### config.mk
export PLATFORM = sky130hd
export DESIGN_NAME = sf_user_top
export DESIGN_NICKNAME = d
export VERILOG_FILES = /design/src/rtl/sf_cfg_pkg.sv /design/src/rtl/sf_calc_pkg.sv /design/src/rtl/sf_const_arbiter.sv /design/src/rtl/sf_const_ram.sv /design/src/rtl/sf_engine.sv /design/src/rtl/sf_trace.sv /design/src/rtl/sf_user_top.sv
export SDC_FILE = /design/constraint.sdc
export NUM_CORES = 2
export LEC_CHECK = 0
export ABC_AREA = 1
export BUFFER_PORTS_ARGS = -buffer_cell sky130_fd_sc_hd__buf_2
export CORE_MARGIN = 3
export CORE_UTILIZATION = 65
export CTS_CLUSTER_DIAMETER = 80
export DETAILED_ROUTE_END_ITERATION = 7
export HOLD_SLACK_MARGIN = 0.03
export PLACE_DENSITY = 0.83
export SKIP_CTS_REPAIR_TIMING = 1
export SYNTH_ARGS = -nofsm -noshare
export SYNTH_HDL_FRONTEND = slang
export SYNTH_SLANG_ARGS = --single-unit
### constraint.sdc
create_clock -name clk -period 11.32 [get_ports clk]
set_input_delay 0.566 -clock clk [delete_from_list [all_inputs] [get_ports clk]]
set_output_delay 0.566 -clock clk [all_outputs]
set_load 0.01 [all_outputs]
### src/rtl/sf_cfg_pkg.sv
// Constant memory side of the state-feedback block
package sf_cfg_pkg;

// --------------------
// Widths
// --------------------

// Constants, measurement and outputs share one signed width
localparam int PW = 18;

// Four constants k0..k3
localparam int CONST_AW = 2;

// --------------------
// Host write port
// --------------------

// Plain strobe write, no handshake
typedef struct packed {
        logic        [CONST_AW-1:0] addr;
        logic signed [PW-1:0]       data;
} const_wr_t;

endpackage

### src/rtl/sf_calc_pkg.sv
// Computation side of the state-feedback block
package sf_calc_pkg;

import sf_cfg_pkg::*;

// --------------------
// Widths
// --------------------

// Guard bits carried on the trace word
localparam int EXTRA = 4;
localparam int TW    = PW + EXTRA;

// Saturation counter width
localparam int SAT_CW = 7;

// Signed PW-bit range, expressed at trace width
localparam logic signed [TW-1:0] SAT_MAX = TW'((2 ** (PW - 1)) - 1);
localparam logic signed [TW-1:0] SAT_MIN = TW'(-(2 ** (PW - 1)));

// --------------------
// Types
// --------------------

typedef enum logic [2:0] {
        IDLE,
        FETCH,
        CALC_AB,
        CALC_CD,
        DONE
} eng_state_e;

// Used for both the a/b and the c/d outputs
typedef struct packed {
        logic signed [PW-1:0] x;
        logic signed [PW-1:0] y;
} pair_t;

// Raw intermediate before saturation
typedef struct packed {
        logic signed [TW-1:0] data;
        logic                 sat;
} trace_rec_t;

endpackage

### src/rtl/sf_const_arbiter.sv
module sf_const_arbiter
        import sf_cfg_pkg::*;
(
        input  logic                       clk,
        input  logic                       rst_n_i,
        input  logic                       ce_i,

        // Host write path
        input  logic                       h_write_i,
        input  const_wr_t                  h_wr_i,

        // Engine read path
        input  logic                       rd_req_i,
        input  logic        [CONST_AW-1:0] rd_addr_i,
        output logic                       rd_gnt_o,

        // Merged RAM port
        output logic        [CONST_AW-1:0] ram_addr_o,
        output logic                       ram_we_o,
        output logic signed [PW-1:0]       ram_wdata_o
);

logic host_sel;

// Host writes only count while the clock enable is high
assign host_sel = ce_i && h_write_i;

// --------------------
// Port mux
// --------------------

// Fixed priority: a host write always takes the port
assign ram_we_o    = host_sel;
assign ram_addr_o  = h_write_i ? h_wr_i.addr : rd_addr_i;
assign ram_wdata_o = h_wr_i.data;

// Engine gets the port in any cycle the host leaves free
assign rd_gnt_o = ce_i && rd_req_i && !h_write_i;

// --------------------
// Checks
// --------------------

a_one_owner: assert property (
        @(posedge clk) disable iff (!rst_n_i)
        !(rd_gnt_o && ram_we_o)
) else $error("arbiter: read grant and host write in the same cycle");

// A refused request must stay up with the same address
a_req_held: assert property (
        @(posedge clk) disable iff (!rst_n_i)
        rd_req_i && !rd_gnt_o |=> rd_req_i && $stable(rd_addr_i)
) else $error("arbiter: engine dropped or moved a pending read");

endmodule

### src/rtl/sf_const_ram.sv
module sf_const_ram
        import sf_cfg_pkg::*;
(
        input  logic                       clk,
        input  logic                       ce_i,
        input  logic        [CONST_AW-1:0] addr_i,
        input  logic                       we_i,
        input  logic signed [PW-1:0]       wdata_i,
        output logic signed [PW-1:0]       rdata_o
);

localparam int DEPTH = 2 ** CONST_AW;

logic signed [PW-1:0] mem [DEPTH];

// Single port, write has priority on the array
always_ff @(posedge clk) begin
        if (ce_i && we_i) begin
                mem[addr_i] <= wdata_i;
        end
end

// Registered read, data shows up one cycle after the address
// (read-before-write on a colliding address)
always_ff @(posedge clk) begin
        if (ce_i) begin
                rdata_o <= mem[addr_i];
        end
end

endmodule

### src/rtl/sf_engine.sv
module sf_engine
        import sf_cfg_pkg::*, sf_calc_pkg::*;
#(
        parameter int FRAC_SHIFT = 16
) (
        input  logic                       clk,
        input  logic                       rst_n_i,
        input  logic                       ce_i,
        input  logic                       trigger_i,
        input  logic signed [PW-1:0]       meas_i,

        // Constant read through the arbiter
        output logic                       rd_req_o,
        output logic        [CONST_AW-1:0] rd_addr_o,
        input  logic                       rd_gnt_i,
        input  logic signed [PW-1:0]       rd_data_i,

        output logic                       ab_update_o,
        output pair_t                      ab_o,
        output logic                       cd_update_o,
        output pair_t                      cd_o,
        output logic                       trace_valid_o,
        output trace_rec_t                 trace_o
);

localparam int RW = 2 * PW + 1;

eng_state_e           state_q;
logic                 step_q;
logic [CONST_AW:0]    rd_idx_q;
logic                 rd_vld_q;

logic signed [PW-1:0]   meas_q;
logic signed [PW-1:0]   k_q [2 ** CONST_AW];
logic signed [2*PW-1:0] prod_x_q;
logic signed [2*PW-1:0] prod_y_q;
trace_rec_t             hold_q;

logic signed [PW-1:0] coef_x, coef_y;
logic signed [PW-1:0] op_x, op_y;
logic signed [PW-1:0] add_v;
trace_rec_t           rec_x, rec_y;

// Shift, add, keep TW bits and flag values outside the PW range
function automatic trace_rec_t mk_rec(input logic signed [2*PW-1:0] prod,
                                      input logic signed [PW-1:0]   add);
        logic signed [RW-1:0] raw;
        trace_rec_t           rec;
        raw = (RW'(prod) >>> FRAC_SHIFT) + RW'(add);
        rec.data = raw[TW-1:0];
        rec.sat  = ($signed(rec.data) > SAT_MAX) || ($signed(rec.data) < SAT_MIN);
        return rec;
endfunction

function automatic logic signed [PW-1:0] to_pw(input trace_rec_t rec);
        if (!rec.sat) begin
                return rec.data[PW-1:0];
        end
        return rec.data[TW-1] ? SAT_MIN[PW-1:0] : SAT_MAX[PW-1:0];
endfunction

// --------------------
// Fetch
// --------------------

// Index bit CONST_AW marks all four reads granted
assign rd_req_o  = (state_q == FETCH) && !rd_idx_q[CONST_AW];
assign rd_addr_o = rd_idx_q[CONST_AW-1:0];

// --------------------
// Datapath
// --------------------

// a/b use k0,k1 on meas; c/d use k2,k3 on the saturated a,b
always_comb begin
        if (state_q == CALC_CD) begin
                coef_x = k_q[2];
                coef_y = k_q[3];
                op_x   = ab_o.x;
                op_y   = ab_o.y;
                add_v  = meas_q;
        end else begin
                coef_x = k_q[0];
                coef_y = k_q[1];
                op_x   = meas_q;
                op_y   = meas_q;
                add_v  = '0;
        end
end

assign rec_x = mk_rec(prod_x_q, add_v);
assign rec_y = mk_rec(prod_y_q, add_v);

always_ff @(posedge clk) begin
        if (ce_i) begin
                if (state_q == IDLE && trigger_i) begin
                        meas_q <= meas_i;
                end
                // Read data belongs to the address before the current index
                if (rd_vld_q) begin
                        k_q[rd_idx_q[CONST_AW-1:0] - 1'b1] <= rd_data_i;
                end
                if (!step_q) begin
                        prod_x_q <= coef_x * op_x;
                        prod_y_q <= coef_y * op_y;
                end
                // Second record of a pair waits one cycle in hold_q
                if (step_q) begin
                        trace_o <= rec_x;
                        hold_q  <= rec_y;
                end else begin
                        trace_o <= hold_q;
                end
        end
end

// --------------------
// Sequencer
// --------------------

always_ff @(posedge clk) begin
        if (!rst_n_i) begin
                state_q       <= IDLE;
                step_q        <= 1'b0;
                rd_idx_q      <= '0;
                rd_vld_q      <= 1'b0;
                ab_update_o   <= 1'b0;
                cd_update_o   <= 1'b0;
                ab_o          <= '0;
                cd_o          <= '0;
                trace_valid_o <= 1'b0;
        end else if (ce_i) begin
                ab_update_o   <= 1'b0;
                cd_update_o   <= 1'b0;
                trace_valid_o <= 1'b0;
                rd_vld_q      <= rd_gnt_i;
                case (state_q)
                IDLE: begin
                        if (trigger_i) begin
                                rd_idx_q <= '0;
                                state_q  <= FETCH;
                        end
                end
                FETCH: begin
                        if (rd_gnt_i) begin
                                rd_idx_q <= rd_idx_q + 1'b1;
                        end
                        // Leave once k3 has landed
                        if (rd_vld_q && rd_idx_q[CONST_AW]) begin
                                state_q <= CALC_AB;
                        end
                end
                CALC_AB: begin
                        step_q <= !step_q;
                        if (step_q) begin
                                ab_o          <= '{x: to_pw(rec_x), y: to_pw(rec_y)};
                                ab_update_o   <= 1'b1;
                                trace_valid_o <= 1'b1;
                                state_q       <= CALC_CD;
                        end
                end
                CALC_CD: begin
                        step_q        <= !step_q;
                        trace_valid_o <= 1'b1;
                        if (step_q) begin
                                cd_o        <= '{x: to_pw(rec_x), y: to_pw(rec_y)};
                                cd_update_o <= 1'b1;
                                state_q     <= DONE;
                        end
                end
                DONE: begin
                        // Last trace record (d)
                        trace_valid_o <= 1'b1;
                        state_q       <= IDLE;
                end
                default: state_q <= IDLE;
                endcase
        end
end

// --------------------
// Checks
// --------------------

a_ab_pulse: assert property (
        @(posedge clk) disable iff (!rst_n_i)
        ab_update_o && ce_i |=> !ab_update_o
) else $error("engine: ab_update_o longer than one cycle");

a_cd_pulse: assert property (
        @(posedge clk) disable iff (!rst_n_i)
        cd_update_o && ce_i |=> !cd_update_o
) else $error("engine: cd_update_o longer than one cycle");

a_cd_after_ab: assert property (
        @(posedge clk) disable iff (!rst_n_i)
        (ab_update_o && ce_i) ##1 ce_i |=> cd_update_o
) else $error("engine: cd_update_o not 2 cycles after ab_update_o");

endmodule

### src/rtl/sf_trace.sv
module sf_trace
        import sf_calc_pkg::*;
#(
        parameter int TRACE_AW = 7
) (
        input  logic                       clk,
        input  logic                       rst_n_i,
        input  logic                       ce_i,
        input  logic                       trace_valid_i,
        input  trace_rec_t                 trace_i,
        output logic signed [TW-1:0]       trace_o,
        output logic        [TRACE_AW-1:0] trace_addr_o,
        output logic                       trace_strobe_o,
        output logic        [SAT_CW-1:0]   sat_count_o
);

// Trace word follows the record by one cycle
always_ff @(posedge clk) begin
        if (ce_i && trace_valid_i) begin
                trace_o <= trace_i.data;
        end
end

always_ff @(posedge clk) begin
        if (!rst_n_i) begin
                trace_strobe_o <= 1'b0;
                trace_addr_o   <= '0;
                sat_count_o    <= '0;
        end else if (ce_i) begin
                trace_strobe_o <= trace_valid_i;
                // Address moves on once the strobe has been seen, wraps freely
                if (trace_strobe_o) begin
                        trace_addr_o <= trace_addr_o + 1'b1;
                end
                // Sticks at all ones
                if (trace_valid_i && trace_i.sat && !(&sat_count_o)) begin
                        sat_count_o <= sat_count_o + 1'b1;
                end
        end
end

a_count_up: assert property (
        @(posedge clk) disable iff (!rst_n_i)
        1'b1 |=> sat_count_o >= $past(sat_count_o)
) else $error("trace: saturation count went down");

endmodule

### src/rtl/sf_user_top.sv
module sf_user_top
        import sf_cfg_pkg::*, sf_calc_pkg::*;
#(
        parameter int FRAC_SHIFT = 16,
        parameter int TRACE_AW   = 7
) (
        input  logic                       clk,
        input  logic                       rst_n_i,
        input  logic                       ce_i,
        input  logic                       trigger_i,
        input  logic signed [PW-1:0]       meas_i,
        input  logic                       h_write_i,
        input  const_wr_t                  h_wr_i,
        output logic                       ab_update_o,
        output pair_t                      ab_o,
        output logic                       cd_update_o,
        output pair_t                      cd_o,
        output logic signed [TW-1:0]       trace_o,
        output logic        [TRACE_AW-1:0] trace_addr_o,
        output logic                       trace_strobe_o,
        output logic        [SAT_CW-1:0]   sat_count_o
);

logic                       rd_req;
logic        [CONST_AW-1:0] rd_addr;
logic                       rd_gnt;
logic signed [PW-1:0]       rd_data;
logic        [CONST_AW-1:0] ram_addr;
logic                       ram_we;
logic signed [PW-1:0]       ram_wdata;
logic                       trace_valid;
trace_rec_t                 trace_rec;

// Host and engine share the single RAM port
sf_const_arbiter i_arb (
        .clk(clk), .rst_n_i(rst_n_i), .ce_i(ce_i),
        .h_write_i(h_write_i), .h_wr_i(h_wr_i),
        .rd_req_i(rd_req), .rd_addr_i(rd_addr), .rd_gnt_o(rd_gnt),
        .ram_addr_o(ram_addr), .ram_we_o(ram_we), .ram_wdata_o(ram_wdata));

sf_const_ram i_ram (
        .clk(clk), .ce_i(ce_i),
        .addr_i(ram_addr), .we_i(ram_we), .wdata_i(ram_wdata),
        .rdata_o(rd_data));

sf_engine #(.FRAC_SHIFT(FRAC_SHIFT)) i_engine (
        .clk(clk), .rst_n_i(rst_n_i), .ce_i(ce_i),
        .trigger_i(trigger_i), .meas_i(meas_i),
        .rd_req_o(rd_req), .rd_addr_o(rd_addr),
        .rd_gnt_i(rd_gnt), .rd_data_i(rd_data),
        .ab_update_o(ab_update_o), .ab_o(ab_o),
        .cd_update_o(cd_update_o), .cd_o(cd_o),
        .trace_valid_o(trace_valid), .trace_o(trace_rec));

sf_trace #(.TRACE_AW(TRACE_AW)) i_trace (
        .clk(clk), .rst_n_i(rst_n_i), .ce_i(ce_i),
        .trace_valid_i(trace_valid), .trace_i(trace_rec),
        .trace_o(trace_o), .trace_addr_o(trace_addr_o),
        .trace_strobe_o(trace_strobe_o), .sat_count_o(sat_count_o));

endmodule
### Word level (Yosys, flattened, before mapping)

Memory sizes are Yosys's and may differ from the RTL's. A register that Yosys moved wholly into a read port is not among the register bits.
Cells that the tools add are included.

* bits in latches: 0
* ROM bits: 0
* bits in registers: 256
* memories kept: 2
* memory bits (writable): 144
* output and inout bits: 111

Memories
* i_engine.k_q: words 4, bits a word 18, read ports 4, clocked after Yosys merged registers in 0, wr ports 1, line sf_engine.sv:34 `logic signed [PW-1:0] k_q [2 ** CONST_AW];`
* i_ram.mem: words 4, bits a word 18, read ports 1, clocked after Yosys merged registers in 1, wr ports 1, line sf_const_ram.sv:14 `logic signed [PW-1:0] mem [DEPTH];`

* divide/modulo/power cells: 0
* $lt $le $gt $ge: 4
* multipliers: 2
* bitwise operators: 1
* eq/ne operators: 9
* multiplexer cells: 48
* add/subtract/negate cells: 6
* shift operators: 0
* reduce and logical (&&, ||, !) cells: 31

Operators with widths (number)
* 18-bit 2-to-1 mux: 13
* 18-bit by 18-bit multiplier with 36-bit output: 2
* 22-bit by 18-bit greater-than comparator with 1-bit output (second input constant): 2
* 22-bit by 18-bit less-than comparator with 1-bit output (second input constant): 2
* 20-bit by 18-bit adder with 21-bit output: 2
* 1-bit 2-to-1 mux: 24
* 23-bit 2-to-1 mux: 1
* 3-bit 2-to-1 mux: 6
* 7-bit by 1-bit adder with 7-bit output (second input constant): 2
* 3-bit case mux with 4 select lines: 1
* 2-bit AND reduction: 6
* 1-bit logical AND: 10
* 7-bit AND reduction: 1
* 3-bit by 2-bit equality test with 1-bit output (second input constant): 2
* 2-bit by 1-bit inequality test with 1-bit output (second input constant): 3
* 3-bit case mux with 2 select lines: 1
* 3-bit AND reduction: 2
* 5-bit AND reduction: 1
* 1-bit zero test: 4
* 2-bit inequality test (second input constant): 2
* 4-bit AND reduction: 1
* 2-bit OR reduction: 2
* 3-bit by 1-bit adder with 3-bit output (second input constant): 1
* 3-bit by 1-bit equality test with 1-bit output (second input constant): 1
* 8 further kinds: 9

### Logic depth before layout (Yosys ltp)

* depth after elaboration: 11
* gate-level depth with buffers: 33

### By module

Synthesis repeated with hierarchy kept, for this count alone.

* cell total of the unflattened synthesis: 4730
* area total of the unflattened synthesis: 41282.1 um^2

Modules (own cells, without submodules)
* sf_engine: times used 1, area each 36238.5 um^2, cells each 4300, sequential area each 6886.6 um^2
* sf_const_ram: times used 1, area each 3437.0 um^2, cells each 271, sequential area each 2702.6 um^2
* sf_trace: times used 1, area each 1430.1 um^2, cells each 130, sequential area each 960.9 um^2
* sf_const_arbiter: times used 1, area each 176.4 um^2, cells each 29, sequential area each 0.0 um^2

### Worst setup path before layout

OpenSTA, ideal clock, no wires.

* path kind: register -> register
* from: register i_engine.state_q[2]
* to: register i_engine.prod_x_q[35] (data pin)
* stages on the path, launching flop included: 28
* library setup time: 0.253 ns
* arrival: 6.555 ns
* slack: 4.513 ns
* period minus slack after synthesis: 6.807 ns
* path through: dfxtp_1 > inv_1 > nand3_2 > buf_2 > clkbuf_1 > nand2_1 > o21ai_2 > clkinv_1 > nor2_1 > inv_1 > fa_1 > inv_1 > fa_1 > fa_1 > fa_1 > fa_1 > inv_1 > fa_1 > inv_1 > ha_1 > a21oi_1 > o21ai_0 > nor2_1 > nor3_1 > a2111oi_0 > nand2_1 > nand2_1 > nand2_1

* word-level cells in the longest chain between the ends: 3
* elaborated cells between the ends (all ways): 4
* those cells by class: mul (1); eq/ne (1); mux (2)

Ends and longest elaborated chain
* from (decl): line sf_engine.sv:28 `eng_state_e state_q;`
* from (signal assigned): line sf_engine.sv:123 `state_q <= IDLE;`
* from (signal assigned): line sf_engine.sv:141 `state_q <= FETCH;`
* from (signal assigned): line sf_engine.sv:150 `state_q <= CALC_AB;`
* 3-bit by 2-bit equality test with 1-bit output (*): line sf_engine.sv:76 `if (state_q == CALC_CD) begin`
* 18-bit 2-to-1 mux: line sf_engine.sv:76
* 18-bit by 18-bit multiplier with 36-bit output (*): line sf_engine.sv:104 `prod_x_q <= coef_x * op_x;`
* to (signal assigned): line sf_engine.sv:104
* to (decl): line sf_engine.sv:35 `logic signed [2*PW-1:0] prod_x_q;`

Every way passes the cells marked *; elsewhere a longest branch is shown, timed or not.
A chain may end at the register's enable or synchronous reset.

### Worst setup path in the final report

* from: register i_engine.state_q[2]
* to: register i_engine.prod_y_q[34] (data pin)

* word-level cells in the longest chain between the ends: 3
* elaborated cells between the ends (all ways): 4
* those cells by class: mul (1); eq/ne (1); mux (2)

Ends and longest elaborated chain
* 3-bit by 2-bit equality test with 1-bit output (*): line sf_engine.sv:76
* 18-bit 2-to-1 mux: line sf_engine.sv:76
* 18-bit by 18-bit multiplier with 36-bit output (*): line sf_engine.sv:105 `prod_y_q <= coef_y * op_y;`
* to (signal assigned): line sf_engine.sv:105
* to (decl): line sf_engine.sv:36 `logic signed [2*PW-1:0] prod_y_q;`

Marked as above.

==> impl_metrics.env <==
export IMPL_status="completed"
export IMPL_reg2reg_setup_slack_ns=2.68
export IMPL_syn_nets=5539
export IMPL_drt_wl_total_um=114000
export IMPL_cts_htree_levels=2
export IMPL_finalCriticalPeriod_ns=8.64
export IMPL_fp_dieW_um=256
export IMPL_setup_viol=0
export IMPL_clkLatencyLatePin_ns=0.59
export IMPL_finalWeightedCongestion=1.06
export IMPL_hp_start="meas_i[15]"
export IMPL_cp_required_ns=11.65
export IMPL_synthCells=4615
export IMPL_worstPathMaxFanout=71
export IMPL_vias_per_cell=5.70
export IMPL_worst_ep_arrival_time_ns=8.97
export IMPL_start_kind="flip-flop"
export IMPL_synthToLayoutAreaGrowth_pct=7.85
export IMPL_fp_dieH_um=256
export IMPL_grt_overflow_total=0
export IMPL_clkTransAtPathRegs_ns=0.07
export IMPL_rsz0062_at_grt="no"
export IMPL_r2r_end="i_engine.prod_y_q[34]"
export IMPL_grt_pass1_vias=33300
export IMPL_min_path_type="in -> reg"
export IMPL_yosys_warnings=0
export IMPL_core_area_um2=61900
export IMPL_grt_pass1_wl_um=180000
export IMPL_drv_slew=0
export IMPL_cap_violations=0
export IMPL_synth_seq_cells=383
export IMPL_layout_drive_gt1_share=0.0695
export IMPL_dieArea_um2=65800
export IMPL_clock_fmax_mhz=116
export IMPL_hold_viol=0
export IMPL_synth_avg_cell_area_um2=8.84
export IMPL_cts_buffers=42
export IMPL_r2r_worst_path_cells=26
export IMPL_min_path_cells=1
export IMPL_final_common_cell="inv_1"
export IMPL_worstSetupEndpointType="flip-flop"
export IMPL_maxSlewHeadroom=0.136
export IMPL_port_buffer_count=153
export IMPL_drc_errors=0
export IMPL_drt_iter0_drc=3173
export IMPL_rows=91
export IMPL_vias=32000
export IMPL_ys_top_cells_by_area="fa_1, edfxtp_1, inv_1"
export IMPL_tightest_slew_ns=1.29
export IMPL_cts_tree="yes"
export IMPL_grt_max_degree=74
export IMPL_r2r_start="i_engine.state_q[2]"
export IMPL_multiInputGateArea_um2=25700
export IMPL_synth_seq_area_share=0.258
export IMPL_cts_num_sinks=383
export IMPL_synth_main_ff_cell="edfxtp_1"
export IMPL_most_common_layout_cells="inv_1, nand2_1, fa_1"
export IMPL_fin_skew_ns=0.0311
export IMPL_initial_core_util=0.658
export IMPL_yosys_area_top_type_share=0.323
export IMPL_path_class="reg -> reg"
export IMPL_ios=154
export IMPL_firstDrtPassIters=6
export IMPL_fin_setup_tns_ns=0
export IMPL_yosysTopAreaCell="fa_1"
export IMPL_grt_usage=0.356
export IMPL_root_buffer="clkbuf_16"
export IMPL_seq_area_um2=10500
export IMPL_synth_edf_count=285
export IMPL_min_period_over_period=0.763
export IMPL_ys_types=51
export IMPL_nFillCells=4751
export IMPL_antenna_found_initial=0
export IMPL_cts_buffer_depth=3
export IMPL_finalNetCount=5671
export IMPL_async_flop_share=0
export IMPL_syn_cell_area_um2=40800
export IMPL_dp_hpwl_um=91500
export IMPL_postRouteAntennaNets=0
export IMPL_wl_per_cell_um=20.3
export IMPL_holdPathEnd="i_engine.meas_q[15]"
==> cell families after synthesis <==
logic type	count (synthesis)	share of synthesized area
and+or+nand+nor	1664	0.164
adders and majority gates	881	0.391
buffers and inverters	1218	0.114
DFF	383	0.258
xor gates and xnor gates	85	0.0184
AOI/OAI and AO/OA	384	0.0543
==> state kept, by name, indices dropped and copies added, names as in the netlist <==
name                    flops
i_engine.rd_vld_q           1
i_engine.ab_update_o        1
i_engine.hold_q            22
i_trace.trace_addr_o        7
i_trace.trace_o            21
i_engine.k_q               72
i_engine.rd_idx_q           3
i_ram.rdata_o              18
i_engine.cd_update_o        1
i_engine.step_q             1
i_engine.prod_x_q          20
i_engine.meas_q            18
i_engine.trace_o           22
i_engine.prod_y_q          20
i_trace.sat_count_o         7
i_engine.cd_o              36
i_engine.state_q            3
i_engine.ab_o              36
i_ram.mem                  72
i_engine.trace_valid_o      1
i_trace.trace_strobe_o      1
==> worst max path at each step <==
| stage | startpoint | end | slack, ns | cells past startpoint |
|---|---|---|---|---|
| final | i_engine.state_q[2] | i_engine.prod_y_q[34] | 2.68 | 26 |
| after global routing | i_engine.state_q[2] | i_engine.prod_y_q[34] | 2.22 | 26 |
| after CTS | i_engine.state_q[2] | i_engine.prod_y_q[34] | 2.83 | 26 |
| after detailed placement | i_engine.state_q[2] | i_engine.prod_y_q[34] | 2.86 | 26 |
| after global placement | i_engine.state_q[2] | i_engine.prod_y_q[35] | 3.12 | 24 |
| after floorplan | i_engine.state_q[2] | i_engine.prod_x_q[35] | 4.51 | 27 |
==> critical path: stages (launching register included) <==
cell	delay (ns)
dfxtp_1	0.36
inv_1	0.13
nand3_4	0.41
buf_4	0.51
o21ai_0	0.85
inv_1	0.48
nor2_1	0.40
fa_1	0.44
inv_1	0.22
fa_1	0.45
inv_1	0.13
ha_1	0.48
inv_1	0.27
fa_1	0.59
inv_1	0.07
fa_1	0.54
inv_1	0.05
fa_1	0.48
inv_1	0.04
ha_1	0.35
a21oi_1	0.22
inv_1	0.06
a21oi_1	0.18
o21a_1	0.19
o221a_2	0.19
o21ai_1	0.07
xor2_1	0.14
==> through the flow <==
step / util / hold slack (ns) / worst slack, ns / instance area, um^2 / std cells
global route: 0.710 / 0.157 / 2.22 / 44000 / 5617
floorplan: - / 0.400 / 4.51 / 40800 / 4615
finish: 0.710 / 0.169 / 2.68 / 44000 / 5618
CTS: 0.710 / 0.149 / 2.83 / 44000 / 5617
global placement: 0.688 / 0.403 / 3.12 / 42600 / 5540
detailed placement: 0.688 / 0.405 / 2.86 / 42600 / 5540
==> synth_stat cells (all sizes together) (10+ instances only) <==
| master | number |
|---|---|
| a211oi | 10 |
| edfxtp | 285 |
| fa | 658 |
| nand2 | 853 |
| nand4 | 26 |
| inv | 1082 |
| o21a | 21 |
| clkbuf | 107 |
| a31oi | 24 |
| a22oi | 18 |
| xnor2 | 31 |
| xor2 | 54 |
| nand3 | 175 |
| a21oi | 142 |
| dfxtp | 98 |
| nor3 | 29 |
| buf | 19 |
| clkinv | 10 |
| nor2 | 560 |
| ha | 223 |
| a21o | 10 |
| o21ai | 137 |
==> area by class of cell <==
class | count | area share
Antenna cell | 1 | 0.0000569
Clock buffer | 46 | 0.0247
Clock inverter | 31 | 0.00686
Inverter | 1092 | 0.0932
Multi-Input combinational cell | 3014 | 0.584
Sequential cell | 383 | 0.239
Tap cell | 837 | 0.0238
Timing Repair Buffer | 214 | 0.0278
==> routing by layer <==
metal	GRT usage	part of all wire	wire length, um	vias up
li1	-	-	-	14300
met1	0.472	0.38	43500	15500
met2	0.573	0.46	52200	1813
met3	0.0786	0.11	12500	379
met4	0.152	0.050	5690	0
met5	0.000731	0	0	-
Power is left out: the tool's default activity adds up to more than one toggle a clock period on the data nets, which glitch-free logic cannot reach.
